==> src/verilog/icache_bypass_pkg.sv <==
// ========================================
// Instruction cache bypass fetch path
// Fixed fetch word and line geometry, and
// the two decodings of a returned line
// ========================================

`default_nettype none

package icache_bypass_pkg;

  // Width of one fetch word as seen by a fetch port
  localparam int unsigned FETCH_DW = 32;

  // Width of one line as it travels on the fill port
  localparam int unsigned LINE_WIDTH = 128;

  // Number of fetch words that make up one line
  localparam int unsigned WORDS_PER_LINE = LINE_WIDTH / FETCH_DW;

  // Byte-offset bits inside a fetch word
  localparam int unsigned FETCH_ALIGN = $clog2(FETCH_DW / 8);

  // Byte-offset bits inside a line
  localparam int unsigned LINE_ALIGN = $clog2(LINE_WIDTH / 8);

  // Number of address bits that select a word within a line
  localparam int unsigned WORD_SEL_W = LINE_ALIGN - FETCH_ALIGN;

  // One returned line, read either as the raw fill beat or as fetch words.
  // Word k sits at bits k*FETCH_DW and up, so address bits
  // LINE_ALIGN-1 down to FETCH_ALIGN index the word view directly
  typedef union packed {
    logic [LINE_WIDTH-1:0]                   raw;
    logic [WORDS_PER_LINE-1:0][FETCH_DW-1:0] word;
  } fill_line_u;

endpackage

`default_nettype wire

==> src/verilog/bypass_port_fsm.sv <==
// ========================================
// Bypass fetch port FSM
// Turns a held fetch request into one line
// refill and returns the addressed word
// ========================================

`default_nettype none

module bypass_port_fsm #(
  parameter int unsigned FETCH_AW = 32
) (
  input  logic                               clk_i,
  input  logic                               rst_n_i,

  // Fetch port
  input  logic                               inst_valid_i,
  input  logic [FETCH_AW-1:0]                inst_addr_i,
  output logic                               inst_ready_o,
  output logic [icache_bypass_pkg::FETCH_DW-1:0] inst_data_o,
  output logic                               inst_error_o,

  // Arbiter side
  input  logic                               rsp_full_i,
  output logic                               req_valid_o,
  input  logic                               gnt_i,

  // Routed fill response
  input  logic                               rsp_valid_i,
  input  icache_bypass_pkg::fill_line_u      rsp_line_i,
  input  logic                               rsp_error_i
);

  import icache_bypass_pkg::*;

  typedef enum logic [1:0] {
    Idle,
    Request,
    Wait,
    Present
  } state_e;

  state_e state_q;
  state_e state_d;

  logic [WORD_SEL_W-1:0] word_idx;
  logic [FETCH_DW-1:0]   data_q;
  logic                  error_q;

  // The requester holds the address until ready, so it still selects the word
  assign word_idx = inst_addr_i[LINE_ALIGN-1:FETCH_ALIGN];

  always_comb begin
    state_d      = state_q;
    req_valid_o  = 1'b0;
    inst_ready_o = 1'b0;
    case (state_q)
      Idle: begin
        if (inst_valid_i) begin
          state_d = Request;
        end
      end
      Request: begin
        // Only ask while the router still has room to record the grant
        req_valid_o = !rsp_full_i;
        if (gnt_i) begin
          state_d = Wait;
        end
      end
      Wait: begin
        if (rsp_valid_i) begin
          state_d = Present;
        end
      end
      Present: begin
        // Word is served from the register for exactly one cycle
        inst_ready_o = 1'b1;
        state_d      = Idle;
      end
      default: begin
        state_d = Idle;
      end
    endcase
  end

  always_ff @(posedge clk_i) begin
    if (!rst_n_i) begin
      state_q <= Idle;
    end else begin
      state_q <= state_d;
    end
  end

  always_ff @(posedge clk_i) begin
    if (rsp_valid_i) begin
      data_q  <= rsp_line_i.word[word_idx];
      error_q <= rsp_error_i;
    end
  end

  assign inst_data_o  = data_q;
  assign inst_error_o = error_q;

  // The router may only steer a response here while this port waits for one
  a_rsp_only_in_wait: assert property (@(posedge clk_i) disable iff (!rst_n_i)
    rsp_valid_i |-> state_q == Wait);

  // The arbiter may only grant a port that is still requesting
  a_gnt_only_in_request: assert property (@(posedge clk_i) disable iff (!rst_n_i)
    gnt_i |-> state_q == Request);

endmodule

`default_nettype wire

==> src/verilog/fetch_rr_arbiter.sv <==
// ========================================
// Round-robin refill request arbiter
// Forms line-aligned fill requests and
// reports each grant to the router
// ========================================

`default_nettype none

module fetch_rr_arbiter #(
  parameter int unsigned NR_FETCH_PORTS = 3,
  parameter int unsigned FETCH_AW       = 32
) (
  input  logic                                    clk_i,
  input  logic                                    rst_n_i,

  input  logic [NR_FETCH_PORTS-1:0]               req_valid_i,
  input  logic [NR_FETCH_PORTS-1:0][FETCH_AW-1:0] req_addr_i,
  output logic [NR_FETCH_PORTS-1:0]               gnt_o,

  output logic                                    refill_req_valid_o,
  output logic [FETCH_AW-1:0]                     refill_req_addr_o,
  input  logic                                    refill_req_ready_i,

  output logic                                    push_o,
  output logic [NR_FETCH_PORTS-1:0]               push_mask_o
);

  import icache_bypass_pkg::*;

  localparam int unsigned IDX_W = (NR_FETCH_PORTS > 1) ? $clog2(NR_FETCH_PORTS) : 1;

  logic [IDX_W-1:0] ptr_q;
  logic [IDX_W-1:0] rr_idx;
  logic [IDX_W-1:0] winner;
  logic [IDX_W-1:0] sel_q;
  logic             locked_q;
  logic             accept;

  // Lowest-numbered requester at or after the pointer
  always_comb begin
    int unsigned idx;
    logic        found;
    found  = 1'b0;
    rr_idx = ptr_q;
    for (int unsigned k = 0; k < NR_FETCH_PORTS; k++) begin
      idx = (int'(ptr_q) + k) % NR_FETCH_PORTS;
      if (!found && req_valid_i[idx]) begin
        found  = 1'b1;
        rr_idx = IDX_W'(idx);
      end
    end
  end

  // A request that saw back-pressure keeps its port until accepted
  assign winner = locked_q ? sel_q : rr_idx;

  assign refill_req_valid_o = |req_valid_i;
  assign refill_req_addr_o  = {req_addr_i[winner][FETCH_AW-1:LINE_ALIGN], {LINE_ALIGN{1'b0}}};
  assign accept             = refill_req_valid_o && refill_req_ready_i;

  always_comb begin
    gnt_o = '0;
    if (accept) begin
      gnt_o[winner] = 1'b1;
    end
  end

  assign push_o      = accept;
  assign push_mask_o = gnt_o;

  always_ff @(posedge clk_i) begin
    if (!rst_n_i) begin
      ptr_q    <= '0;
      sel_q    <= '0;
      locked_q <= 1'b0;
    end else begin
      locked_q <= refill_req_valid_o && !refill_req_ready_i;
      sel_q    <= winner;
      if (accept) begin
        ptr_q <= (winner == IDX_W'(NR_FETCH_PORTS - 1)) ? '0 : winner + 1'b1;
      end
    end
  end

  // A grant must reach a port that is still asking, also when the choice was locked
  a_gnt_to_requester: assert property (@(posedge clk_i) disable iff (!rst_n_i)
    (gnt_o & ~req_valid_i) == '0);

  a_addr_stable: assert property (@(posedge clk_i) disable iff (!rst_n_i)
    refill_req_valid_o && !refill_req_ready_i
      |=> refill_req_valid_o && $stable(refill_req_addr_o));

endmodule

`default_nettype wire

==> src/verilog/icache_bypass_top.sv <==
// ========================================
// Instruction cache bypass fetch path top
// Fetch port FSMs, refill arbiter and the
// response router on one fill port
// ========================================

`default_nettype none

module icache_bypass_top #(
  parameter int unsigned NR_FETCH_PORTS = 3,
  parameter int unsigned FETCH_AW       = 32,
  parameter int unsigned RSP_FIFO_DEPTH = 4
) (
  input  logic                                                     clk_i,
  input  logic                                                     rst_n_i,

  // Fetch ports
  input  logic [NR_FETCH_PORTS-1:0]                                inst_valid_i,
  input  logic [NR_FETCH_PORTS-1:0][FETCH_AW-1:0]                  inst_addr_i,
  output logic [NR_FETCH_PORTS-1:0]                                inst_ready_o,
  output logic [NR_FETCH_PORTS-1:0][icache_bypass_pkg::FETCH_DW-1:0] inst_data_o,
  output logic [NR_FETCH_PORTS-1:0]                                inst_error_o,

  // Fill request
  output logic                                                     refill_req_valid_o,
  output logic [FETCH_AW-1:0]                                      refill_req_addr_o,
  input  logic                                                     refill_req_ready_i,

  // Fill response
  input  logic                                                     refill_rsp_valid_i,
  input  logic [icache_bypass_pkg::LINE_WIDTH-1:0]                 refill_rsp_data_i,
  input  logic                                                     refill_rsp_error_i,
  output logic                                                     refill_rsp_ready_o
);

  import icache_bypass_pkg::*;

  logic [NR_FETCH_PORTS-1:0] req_valid;
  logic [NR_FETCH_PORTS-1:0] gnt;
  logic [NR_FETCH_PORTS-1:0] rsp_valid;
  logic [NR_FETCH_PORTS-1:0] push_mask;
  logic                      push;
  logic                      rsp_full;
  logic                      rsp_error;
  fill_line_u                rsp_line;

  for (genvar i = 0; i < NR_FETCH_PORTS; i++) begin : gen_port
    bypass_port_fsm #(
      .FETCH_AW ( FETCH_AW )
    ) i_port (
      .clk_i        ( clk_i           ),
      .rst_n_i      ( rst_n_i         ),
      .inst_valid_i ( inst_valid_i[i] ),
      .inst_addr_i  ( inst_addr_i[i]  ),
      .inst_ready_o ( inst_ready_o[i] ),
      .inst_data_o  ( inst_data_o[i]  ),
      .inst_error_o ( inst_error_o[i] ),
      .rsp_full_i   ( rsp_full        ),
      .req_valid_o  ( req_valid[i]    ),
      .gnt_i        ( gnt[i]          ),
      .rsp_valid_i  ( rsp_valid[i]    ),
      .rsp_line_i   ( rsp_line        ),
      .rsp_error_i  ( rsp_error       )
    );
  end

  fetch_rr_arbiter #(
    .NR_FETCH_PORTS ( NR_FETCH_PORTS ),
    .FETCH_AW       ( FETCH_AW       )
  ) i_arbiter (
    .clk_i              ( clk_i              ),
    .rst_n_i            ( rst_n_i            ),
    .req_valid_i        ( req_valid          ),
    .req_addr_i         ( inst_addr_i        ),
    .gnt_o              ( gnt                ),
    .refill_req_valid_o ( refill_req_valid_o ),
    .refill_req_addr_o  ( refill_req_addr_o  ),
    .refill_req_ready_i ( refill_req_ready_i ),
    .push_o             ( push               ),
    .push_mask_o        ( push_mask          )
  );

  refill_rsp_router #(
    .NR_FETCH_PORTS ( NR_FETCH_PORTS ),
    .RSP_FIFO_DEPTH ( RSP_FIFO_DEPTH )
  ) i_router (
    .clk_i              ( clk_i              ),
    .rst_n_i            ( rst_n_i            ),
    .push_i             ( push               ),
    .push_mask_i        ( push_mask          ),
    .full_o             ( rsp_full           ),
    .refill_rsp_valid_i ( refill_rsp_valid_i ),
    .refill_rsp_data_i  ( refill_rsp_data_i  ),
    .refill_rsp_error_i ( refill_rsp_error_i ),
    .refill_rsp_ready_o ( refill_rsp_ready_o ),
    .rsp_valid_o        ( rsp_valid          ),
    .rsp_line_o         ( rsp_line           ),
    .rsp_error_o        ( rsp_error          )
  );

endmodule

`default_nettype wire

==> src/verilog/refill_rsp_router.sv <==
// ========================================
// Refill response router
// Grant-order FIFO that steers each fill
// response back to its requesting port
// ========================================

`default_nettype none

module refill_rsp_router #(
  parameter int unsigned NR_FETCH_PORTS = 3,
  parameter int unsigned RSP_FIFO_DEPTH = 4
) (
  input  logic                                   clk_i,
  input  logic                                   rst_n_i,

  // Grant record from the arbiter
  input  logic                                   push_i,
  input  logic [NR_FETCH_PORTS-1:0]              push_mask_i,
  output logic                                   full_o,

  // Fill response port
  input  logic                                   refill_rsp_valid_i,
  input  logic [icache_bypass_pkg::LINE_WIDTH-1:0] refill_rsp_data_i,
  input  logic                                   refill_rsp_error_i,
  output logic                                   refill_rsp_ready_o,

  // Towards the port FSMs
  output logic [NR_FETCH_PORTS-1:0]              rsp_valid_o,
  output icache_bypass_pkg::fill_line_u          rsp_line_o,
  output logic                                   rsp_error_o
);

  localparam int unsigned PTR_W = (RSP_FIFO_DEPTH > 1) ? $clog2(RSP_FIFO_DEPTH) : 1;
  localparam int unsigned CNT_W = $clog2(RSP_FIFO_DEPTH + 1);

  logic [NR_FETCH_PORTS-1:0] mask_mem [RSP_FIFO_DEPTH];
  logic [PTR_W-1:0]          wr_ptr_q;
  logic [PTR_W-1:0]          rd_ptr_q;
  logic [CNT_W-1:0]          count_q;
  logic                      empty;
  logic                      pop;

  assign empty  = (count_q == '0);
  assign full_o = (count_q == CNT_W'(RSP_FIFO_DEPTH));

  // Responses come back in request order, so the head always names a waiting port
  assign refill_rsp_ready_o = !empty;
  assign pop                = refill_rsp_valid_i && refill_rsp_ready_o;

  assign rsp_valid_o    = {NR_FETCH_PORTS{pop}} & mask_mem[rd_ptr_q];
  assign rsp_line_o.raw = refill_rsp_data_i;
  assign rsp_error_o    = refill_rsp_error_i;

  always_ff @(posedge clk_i) begin
    if (push_i) begin
      mask_mem[wr_ptr_q] <= push_mask_i;
    end
  end

  always_ff @(posedge clk_i) begin
    if (!rst_n_i) begin
      wr_ptr_q <= '0;
      rd_ptr_q <= '0;
      count_q  <= '0;
    end else begin
      if (push_i) begin
        wr_ptr_q <= (wr_ptr_q == PTR_W'(RSP_FIFO_DEPTH - 1)) ? '0 : wr_ptr_q + 1'b1;
      end
      if (pop) begin
        rd_ptr_q <= (rd_ptr_q == PTR_W'(RSP_FIFO_DEPTH - 1)) ? '0 : rd_ptr_q + 1'b1;
      end
      case ({push_i, pop})
        2'b10:   count_q <= count_q + 1'b1;
        2'b01:   count_q <= count_q - 1'b1;
        default: count_q <= count_q;
      endcase
    end
  end

  // Ports stop requesting while full, so the arbiter never pushes then
  a_no_push_full: assert property (@(posedge clk_i) disable iff (!rst_n_i)
    push_i |-> !full_o);

  // The fill side only answers refills that were actually issued
  a_no_rsp_empty: assert property (@(posedge clk_i) disable iff (!rst_n_i)
    refill_rsp_valid_i |-> !empty);

endmodule

`default_nettype wire
==> config.mk <==
export PLATFORM = sky130hd
export DESIGN_NAME = icache_bypass_top
export DESIGN_NICKNAME = d
export VERILOG_FILES = /design/src/verilog/icache_bypass_pkg.sv /design/src/verilog/bypass_port_fsm.sv /design/src/verilog/fetch_rr_arbiter.sv /design/src/verilog/icache_bypass_top.sv /design/src/verilog/refill_rsp_router.sv
export SDC_FILE = /design/constraint.sdc
export NUM_CORES = 1
export LEC_CHECK = 0
export BUFFER_PORTS_ARGS = -buffer_cell sky130_fd_sc_hd__buf_2
export CAP_MARGIN = 30
export CORE_MARGIN = 10
export CORE_UTILIZATION = 35
export CTS_BUF_LIST = sky130_fd_sc_hd__clkbuf_16
export CTS_CLUSTER_DIAMETER = 30
export DETAILED_ROUTE_END_ITERATION = 10
export PLACE_DENSITY = 0.61
export SYNTH_ARGS = -nofsm -noshare
export SYNTH_HDL_FRONTEND = slang
export SYNTH_SLANG_ARGS = --single-unit
==> constraint.sdc <==
create_clock -name clk_i -period 4.1 [get_ports clk_i]
set_clock_uncertainty 0.05 [all_clocks]
set_input_delay 0.41 -clock clk_i [delete_from_list [all_inputs] [get_ports clk_i]]
set_output_delay 0.41 -clock clk_i [all_outputs]
set_load 0.02 [all_outputs]
Word-level counts from Yosys, hierarchy flattened. Memory sizes are Yosys's and may differ from the RTL's. A register that Yosys moved wholly into a read port is not among the register bits. Index checks and enable logic that the tools add are counted.

Memories kept: 1. Logic and storage cells: 128. Bits in registers: 117. RAM bits: 12. Input bits: 232. Output and inout port bits: 136.

Reductions and logical operators: 20. $add $sub $neg: 7. Div/mod/pow operators: 3. Mux-type cells: 49. Equal/unequal tests: 24. Bitwise operators: 1. Order comparisons: 8.

Memories: i_router.mask_mem (words 4, width 3, rd ports 1, clocked after memory_dff 1, wr ports 1, RTL line refill_rsp_router.sv:36) `logic [NR_FETCH_PORTS-1:0] mask_mem [RSP_FIFO_DEPTH];`.

Operators by type and width (count): 32-bit binary-select mux with 2-bit select (4); 32-bit 2-to-1 mux (4); 32-bit by 3-bit less-than comparator with 1-bit output (second input constant) (3); 32-bit by 2-bit remainder unit with 32-bit output (second input constant) (2); 2-bit 2-to-1 mux (18); 2-bit by 2-bit remainder unit with 32-bit output (second input constant) (1); 2-bit case mux with 4 select lines (3); 2-bit equality test (second input constant) (10); 1-bit 2-to-1 mux (14); 2-bit by 3-bit less-than comparator with 1-bit output (second input constant) (4); 2-bit by 1-bit != test with 1-bit output (second input constant) (6); 3-bit AND reduction (3); 2-bit by 1-bit equality test with 1-bit output (second input constant) (4); 2-bit by 1-bit adder with 2-bit output (second input constant) (3); 1-bit binary-select mux with 2-bit select (3); 1-bit logical AND (6); 2-bit zero test (3); 2-bit != test (second input constant) (3); 3-bit case mux with 2 select lines (1); 1-bit zero test (5); 2-bit by 1-bit adder with 3-bit output (second input constant) (1); 2-bit by 2-bit adder with 3-bit output (second input constant) (1); 3-bit by 1-bit adder with 3-bit output (second input constant) (1); 3-bit AND (1); 8 further kinds (8).

Depth between registers and ports, before layout.
Depth in word-level cells: 20. Mapped depth: 15. Gate-level depth less buffers: 13.

Cells and area by module. Synthesis repeated with hierarchy kept, for this count alone.

Cell total of the unflattened synthesis: 614. Area total of the unflattened synthesis: 9068.7 µm².

Modules (own cells, without submodules): bypass_port_fsm (instances 3, area an instance 1979.4 µm², seq. area each 1031.0 µm², cells each 92); refill_rsp_router (instances 1, area an instance 1903.1 µm², seq. area each 540.5 µm², cells each 198); fetch_rr_arbiter (instances 1, area an instance 1227.4 µm², seq. area each 100.1 µm², cells each 140).

Worst setup path after synthesis. OpenSTA, ideal clock, no wires.

Kind: register to output. From: register i_arbiter.ptr_q[0]. To: output refill_req_addr_o[12]. Stages on the path, launching flop included: 13. Buffers on the path: 3. Data required time: 3.640 ns. Arrival time: 2.622 ns. Path slack: 1.018 ns. Cells stage by stage: dfxtp_1 > inv_1 > ha_1 > buf_6 > a221o_1 > a21o_1 > a211oi_4 > o21ai_2 > or3_4 > buf_6 > buf_8 > nor2_2 > a221o_1.

Word-level cells in the longest chain between the ends: 13. Elaborated cells on any way between the ends: 23. Classes of those cells: 2 x add/sub; 3 x div; 14 x mux; 4 x reduce/logical.

RTL lines: from (decl) (RTL line fetch_rr_arbiter.sv:32) `logic [IDX_W-1:0] ptr_q;`; from (signal assigned) (RTL line fetch_rr_arbiter.sv:80) `ptr_q <= (winner == IDX_W'(NR_FETCH_PORTS - 1)) ? '0 : winner + 1'b1;`; parallel branches: the longest is 9 deep, another holds 32-bit by 2-bit remainder unit with 32-bit output; 2-bit 2-to-1 mux * (RTL line fetch_rr_arbiter.sv:47) `if (!found && req_valid_i[idx]) begin`; 2-bit 2-to-1 mux * (RTL line fetch_rr_arbiter.sv:55) `assign winner = locked_q ? sel_q : rr_idx;`; 32-bit binary-select mux with 2-bit select * (RTL line fetch_rr_arbiter.sv:58) `assign refill_req_addr_o = {req_addr_i[winner][FETCH_AW-1:LINE_ALIGN], {LINE_ALIGN{1'b0}}};`; 32-bit 2-to-1 mux (not written as such) * (RTL line fetch_rr_arbiter.sv:58); to (decl) (RTL line icache_bypass_top.sv:26) `output logic [FETCH_AW-1:0] refill_req_addr_o,`.

Every way passes the cells marked *. The select of a mux whose other input is x is not followed.

Final worst setup path.
From: register i_arbiter.ptr_q[0]. To: output refill_req_addr_o[6].

Same word-level chain as after synthesis.

==> summary.txt <==
CTS
  – Post-CTS setup buffers: 0
  – # H-tree levels: 4
  – Maximum root-to-sink buffer count: 2
  – Hold_buf cts: 0
  – CTS Buf Count: 17
  – Worst skew pair latency: 0.41 ns
  – Root Driver: clkbuf_16
  – CTS tree: built
  – CTS sink cnt: 131
  – PostCTS Resize Cnt: 0
  – Worst-path clk slew: 0.06 ns

Layout
  – Final core occ: 0.473
  – Share of cells above drive strength 1: 0.586
  – Layout Cells excl Fill: 1,162
  – Sequential cell area: 3730 sq um
  – Area grow syn2layout: 32.5%
  – Area occupied by multi-input gates: 3670 sq um
  – Filler cells: 2,035
  – # nets final: 1,117

Routing
  – Residual DRC: 0
  – Routed wire length: 27,400 microns
  – Detailed Route Iter0 Violations: 294
  – Detail Route Antenna Nets: 0
  – Via density per instance: 5.32
  – Drt wl/cell: 23.6 microns
  – 1st-pass router iterations: 4
  – Routed vias: 6,182

Synthesis
  – Mux share of post-synthesis cell area: 0.291
  – Sequential-to-total area share from yosys stat: 0.476
  – Simple-Gate Fraction of Synth Area: 0.0666
  – Synth Flop Type: edfxtp_1
  – EDFF count, synth: 111
  – Post-synthesis cell area: 7840 sq um
  – Adder-Cell Fraction of Synth Area: 0.0345
  – #FFs+latches synth: 131
  – Yosys warns: 0
  – Synth cell types: 54
  – Synth Area in Compound Gates: 0.0712
  – Largest family of logic cells by synthesized area: multiplexers
  – Post-synthesis cell count: 525
  – Syn Area/Cell: 14.9 sq um
  – Post-synthesis xor/xnor area fraction: 0.00335
  – Synth async-reset ratio: 0

Global routing
  – Global Route Usage Sum: 0.186
  – Largest net degree at the start of global routing: 33
  – Initial antenna violation count: 6
  – GR Layer Usage met3: 0.102
  – Top Usage Layer GRT: met2
  – Total congestion overflow: 0
  – First-pass GRT wire length: 40,000 microns
  – Vias in the first global route: 6,629
  – Grt met1 use: 0.184
  – GR Layer Usage met2: 0.321

Flow run
  – Max-capacitance violation count: 0

Worst hold path
  – Hold_sp: refill_rsp_error_i
  – Hold Path End: gen_port[0].i_port.inst_error_o$_DFFE_PP_
  – Min-delay worst type: in2reg
  – Hold Path Depth: 1

Placement
  – HPWL after detailed placement: 22,000 microns
  – Placed cell count: 1,125
  – Port buffer count: 357
  – GPL Wtd Cong: 0.911

STA
  – Pins Over Slew Limit: 0
  – Worst slew pin tran: 0.964 ns
  – Endpoints failing hold: 0
  – Setup violators final: 0
  – Max_slew headroom: 0.357
  – Setup TNS: 0 ns
  – Max Fclk: 0.260 GHz
  – Fin crit share: 0.937
  – Unrepaired setup endpoints after global routing: no
  – WHS: 0.152 ns
  – Min Tclk post-route: 3.84 ns

Floorplan
  – Die extent in x: 170 microns
  – Die area: 28,800 sq um
  – Starting Density: 0.357
  – I/O pin cnt: 368
  – Row count: 54
  – Die H: 170 microns
  – Core region area: 22,000 sq um

Worst setup path
  – Crit Path Max Fanout: 29
  – Critical R2R Launch: gen_port[0].i_port.state_q[1]$_SDFFE_PN0P_
  – CP startpoint kind: flip-flop
  – Worst reg2reg path depth: 13
  – Setup crit end kind: output port
  – Crit path kind: reg2out
  – Worst R2R End: i_router.count_q[2]$_SDFFE_PN0P_
  – R2r setup slk: 0.72 ns
  – WP data required: 3.64 ns
  – CP Data Arrival Time: 3.38 ns

Power and ir drop
  – PwrDens: 677 nW/um^2
  – Lkg Pwr: 4.33 nW
  – VDD IR max: 0.495 mV

Status
  – Status: completed
[cell families after synthesis]
group,after synthesis
flops,131
mux,104
simple gates,102
buf+inv,98
compound gates,65
fa+ha+maj,21
xor+xnor,3
other cells,1
[stage by stage]
| step | area [sq um] | worst slack, ns | power [mW] |
|---|---|---|---|
| finish | 10400 | 0.260 | 7.03 |
| global route | 10400 | 0.0448 | 7.46 |
| CTS | 10400 | 0.235 | 7.11 |
| detailed placement | 9800 | 0.684 | 5.60 |
| global placement | 9780 | 0.385 | 5.52 |
| floorplan | 7850 | 1.02 | 4.49 |
[power breakdown]
part	leakage, nW	total (mW)	switching [mW]	internal (mW)
Combinational	2.87	3.64	2.28	1.36
Clock	0.279	1.49	0.551	0.938
Sequential	1.18	1.90	0.113	1.79
Total	4.33	7.03	2.94	4.09
[metal layers]
| layer | wire, microns | up-vias |
|---|---|---|
| li1 | - | 2779 |
| met1 | 9060 | 3034 |
| met2 | 13900 | 338 |
| met3 | 3780 | 29 |
| met4 | 648 | 2 |
| met5 | 20 | - |
[sequential cells by signal (all words and copies together), names as in the netlist, named ones only]
signal	count
i_router.count_q	3
gen_port.i_port.state_q	6
i_router.mask_mem	12
i_arbiter.ptr_q	2
i_router.wr_ptr_q	2
i_arbiter.locked_q	1
gen_port.i_port.inst_error_o	3
i_router.rd_ptr_q	2
i_arbiter.sel_q	2
gen_port.i_port.inst_data_o	96
[how the worst max path moves through the flow]
stage,start,end,slack (ns),cells past startpoint
final,i_arbiter.ptr_q[0]$_SDFFE_PN0P_,refill_req_addr_o[6],0.26,10
after global routing,i_arbiter.ptr_q[0]$_SDFFE_PN0P_,refill_req_addr_o[15],0.04,11
after CTS,i_arbiter.ptr_q[0]$_SDFFE_PN0P_,refill_req_addr_o[6],0.23,10
after detailed placement,i_arbiter.ptr_q[0]$_SDFFE_PN0P_,refill_req_addr_o[6],0.68,10
after global placement,i_arbiter.ptr_q[0]$_SDFFE_PN0P_,refill_req_addr_o[15],0.38,10
after floorplan,i_arbiter.ptr_q[0]$_SDFFE_PN0P_,refill_req_addr_o[12],1.02,12
[synth_stat cells, types with 3 or more instances]
cell type	number	area, sq um
edfxtp_1	111	3330
nor2b_1	4	25.0
a31o_2	4	35.0
ha_1	20	250
a21oi_1	10	50.1
nor2_1	34	128
o21a_1	3	22.5
mux2i_1	5	50.1
nor3_1	6	30.0
nand2_1	19	71.3
a221o_1	29	290
dfxtp_1	20	400
and3_1	5	31.3
nor2_2	11	68.8
mux4_2	99	2230
xor2_1	3	26.3
inv_1	49	184
buf_4	11	82.6
buf_1	13	48.8
nand2b_1	7	43.8
o21ai_0	5	25.0
buf_2	8	40.0
clkbuf_1	13	48.8
[worst max-delay path: stages (launching register included)]
cell and delay (ns):
dfxtp_1 0.36, inv_1 0.07, ha_1 0.40, or2_1 0.29
nor4b_2 0.31, nor2_1 0.11, a311oi_2 0.43, or3_4 0.45
nor2_1 0.12, a221o_1 0.27, buf_2 0.16
[area by class of cell]
class	instances	share of cell area
multi-input combinational	299	0.353
antenna	6	0.00145
tap	280	0.0337
clock inverter	14	0.0143
inverter	50	0.0181
timing repair buffer	365	0.179
clock buffer	17	0.0410
sequential	131	0.359
[layout by cell type, fill, tap and decap left out, drive strengths merged, types with 4 or more instances in the layout]
master | netlist | final
nor2 | 45 | 45
a21oi | 10 | 10
mux2i | 5 | 5
clkbuf | 13 | 17
a221o | 29 | 29
buf | 35 | 365
dfxtp | 20 | 20
nor2b | 4 | 4
clkinv | 1 | 8
diode | 0 | 6
clkinvlp | 0 | 4
conb | 1 | 4
nor3 | 6 | 6
mux4 | 99 | 99
ha | 20 | 20
o21ai | 6 | 6
nand2 | 19 | 19
a31o | 4 | 4
inv | 49 | 49
and3 | 5 | 5
nand2b | 7 | 7
edfxtp | 111 | 111
(Power assumes the default switching activity.)
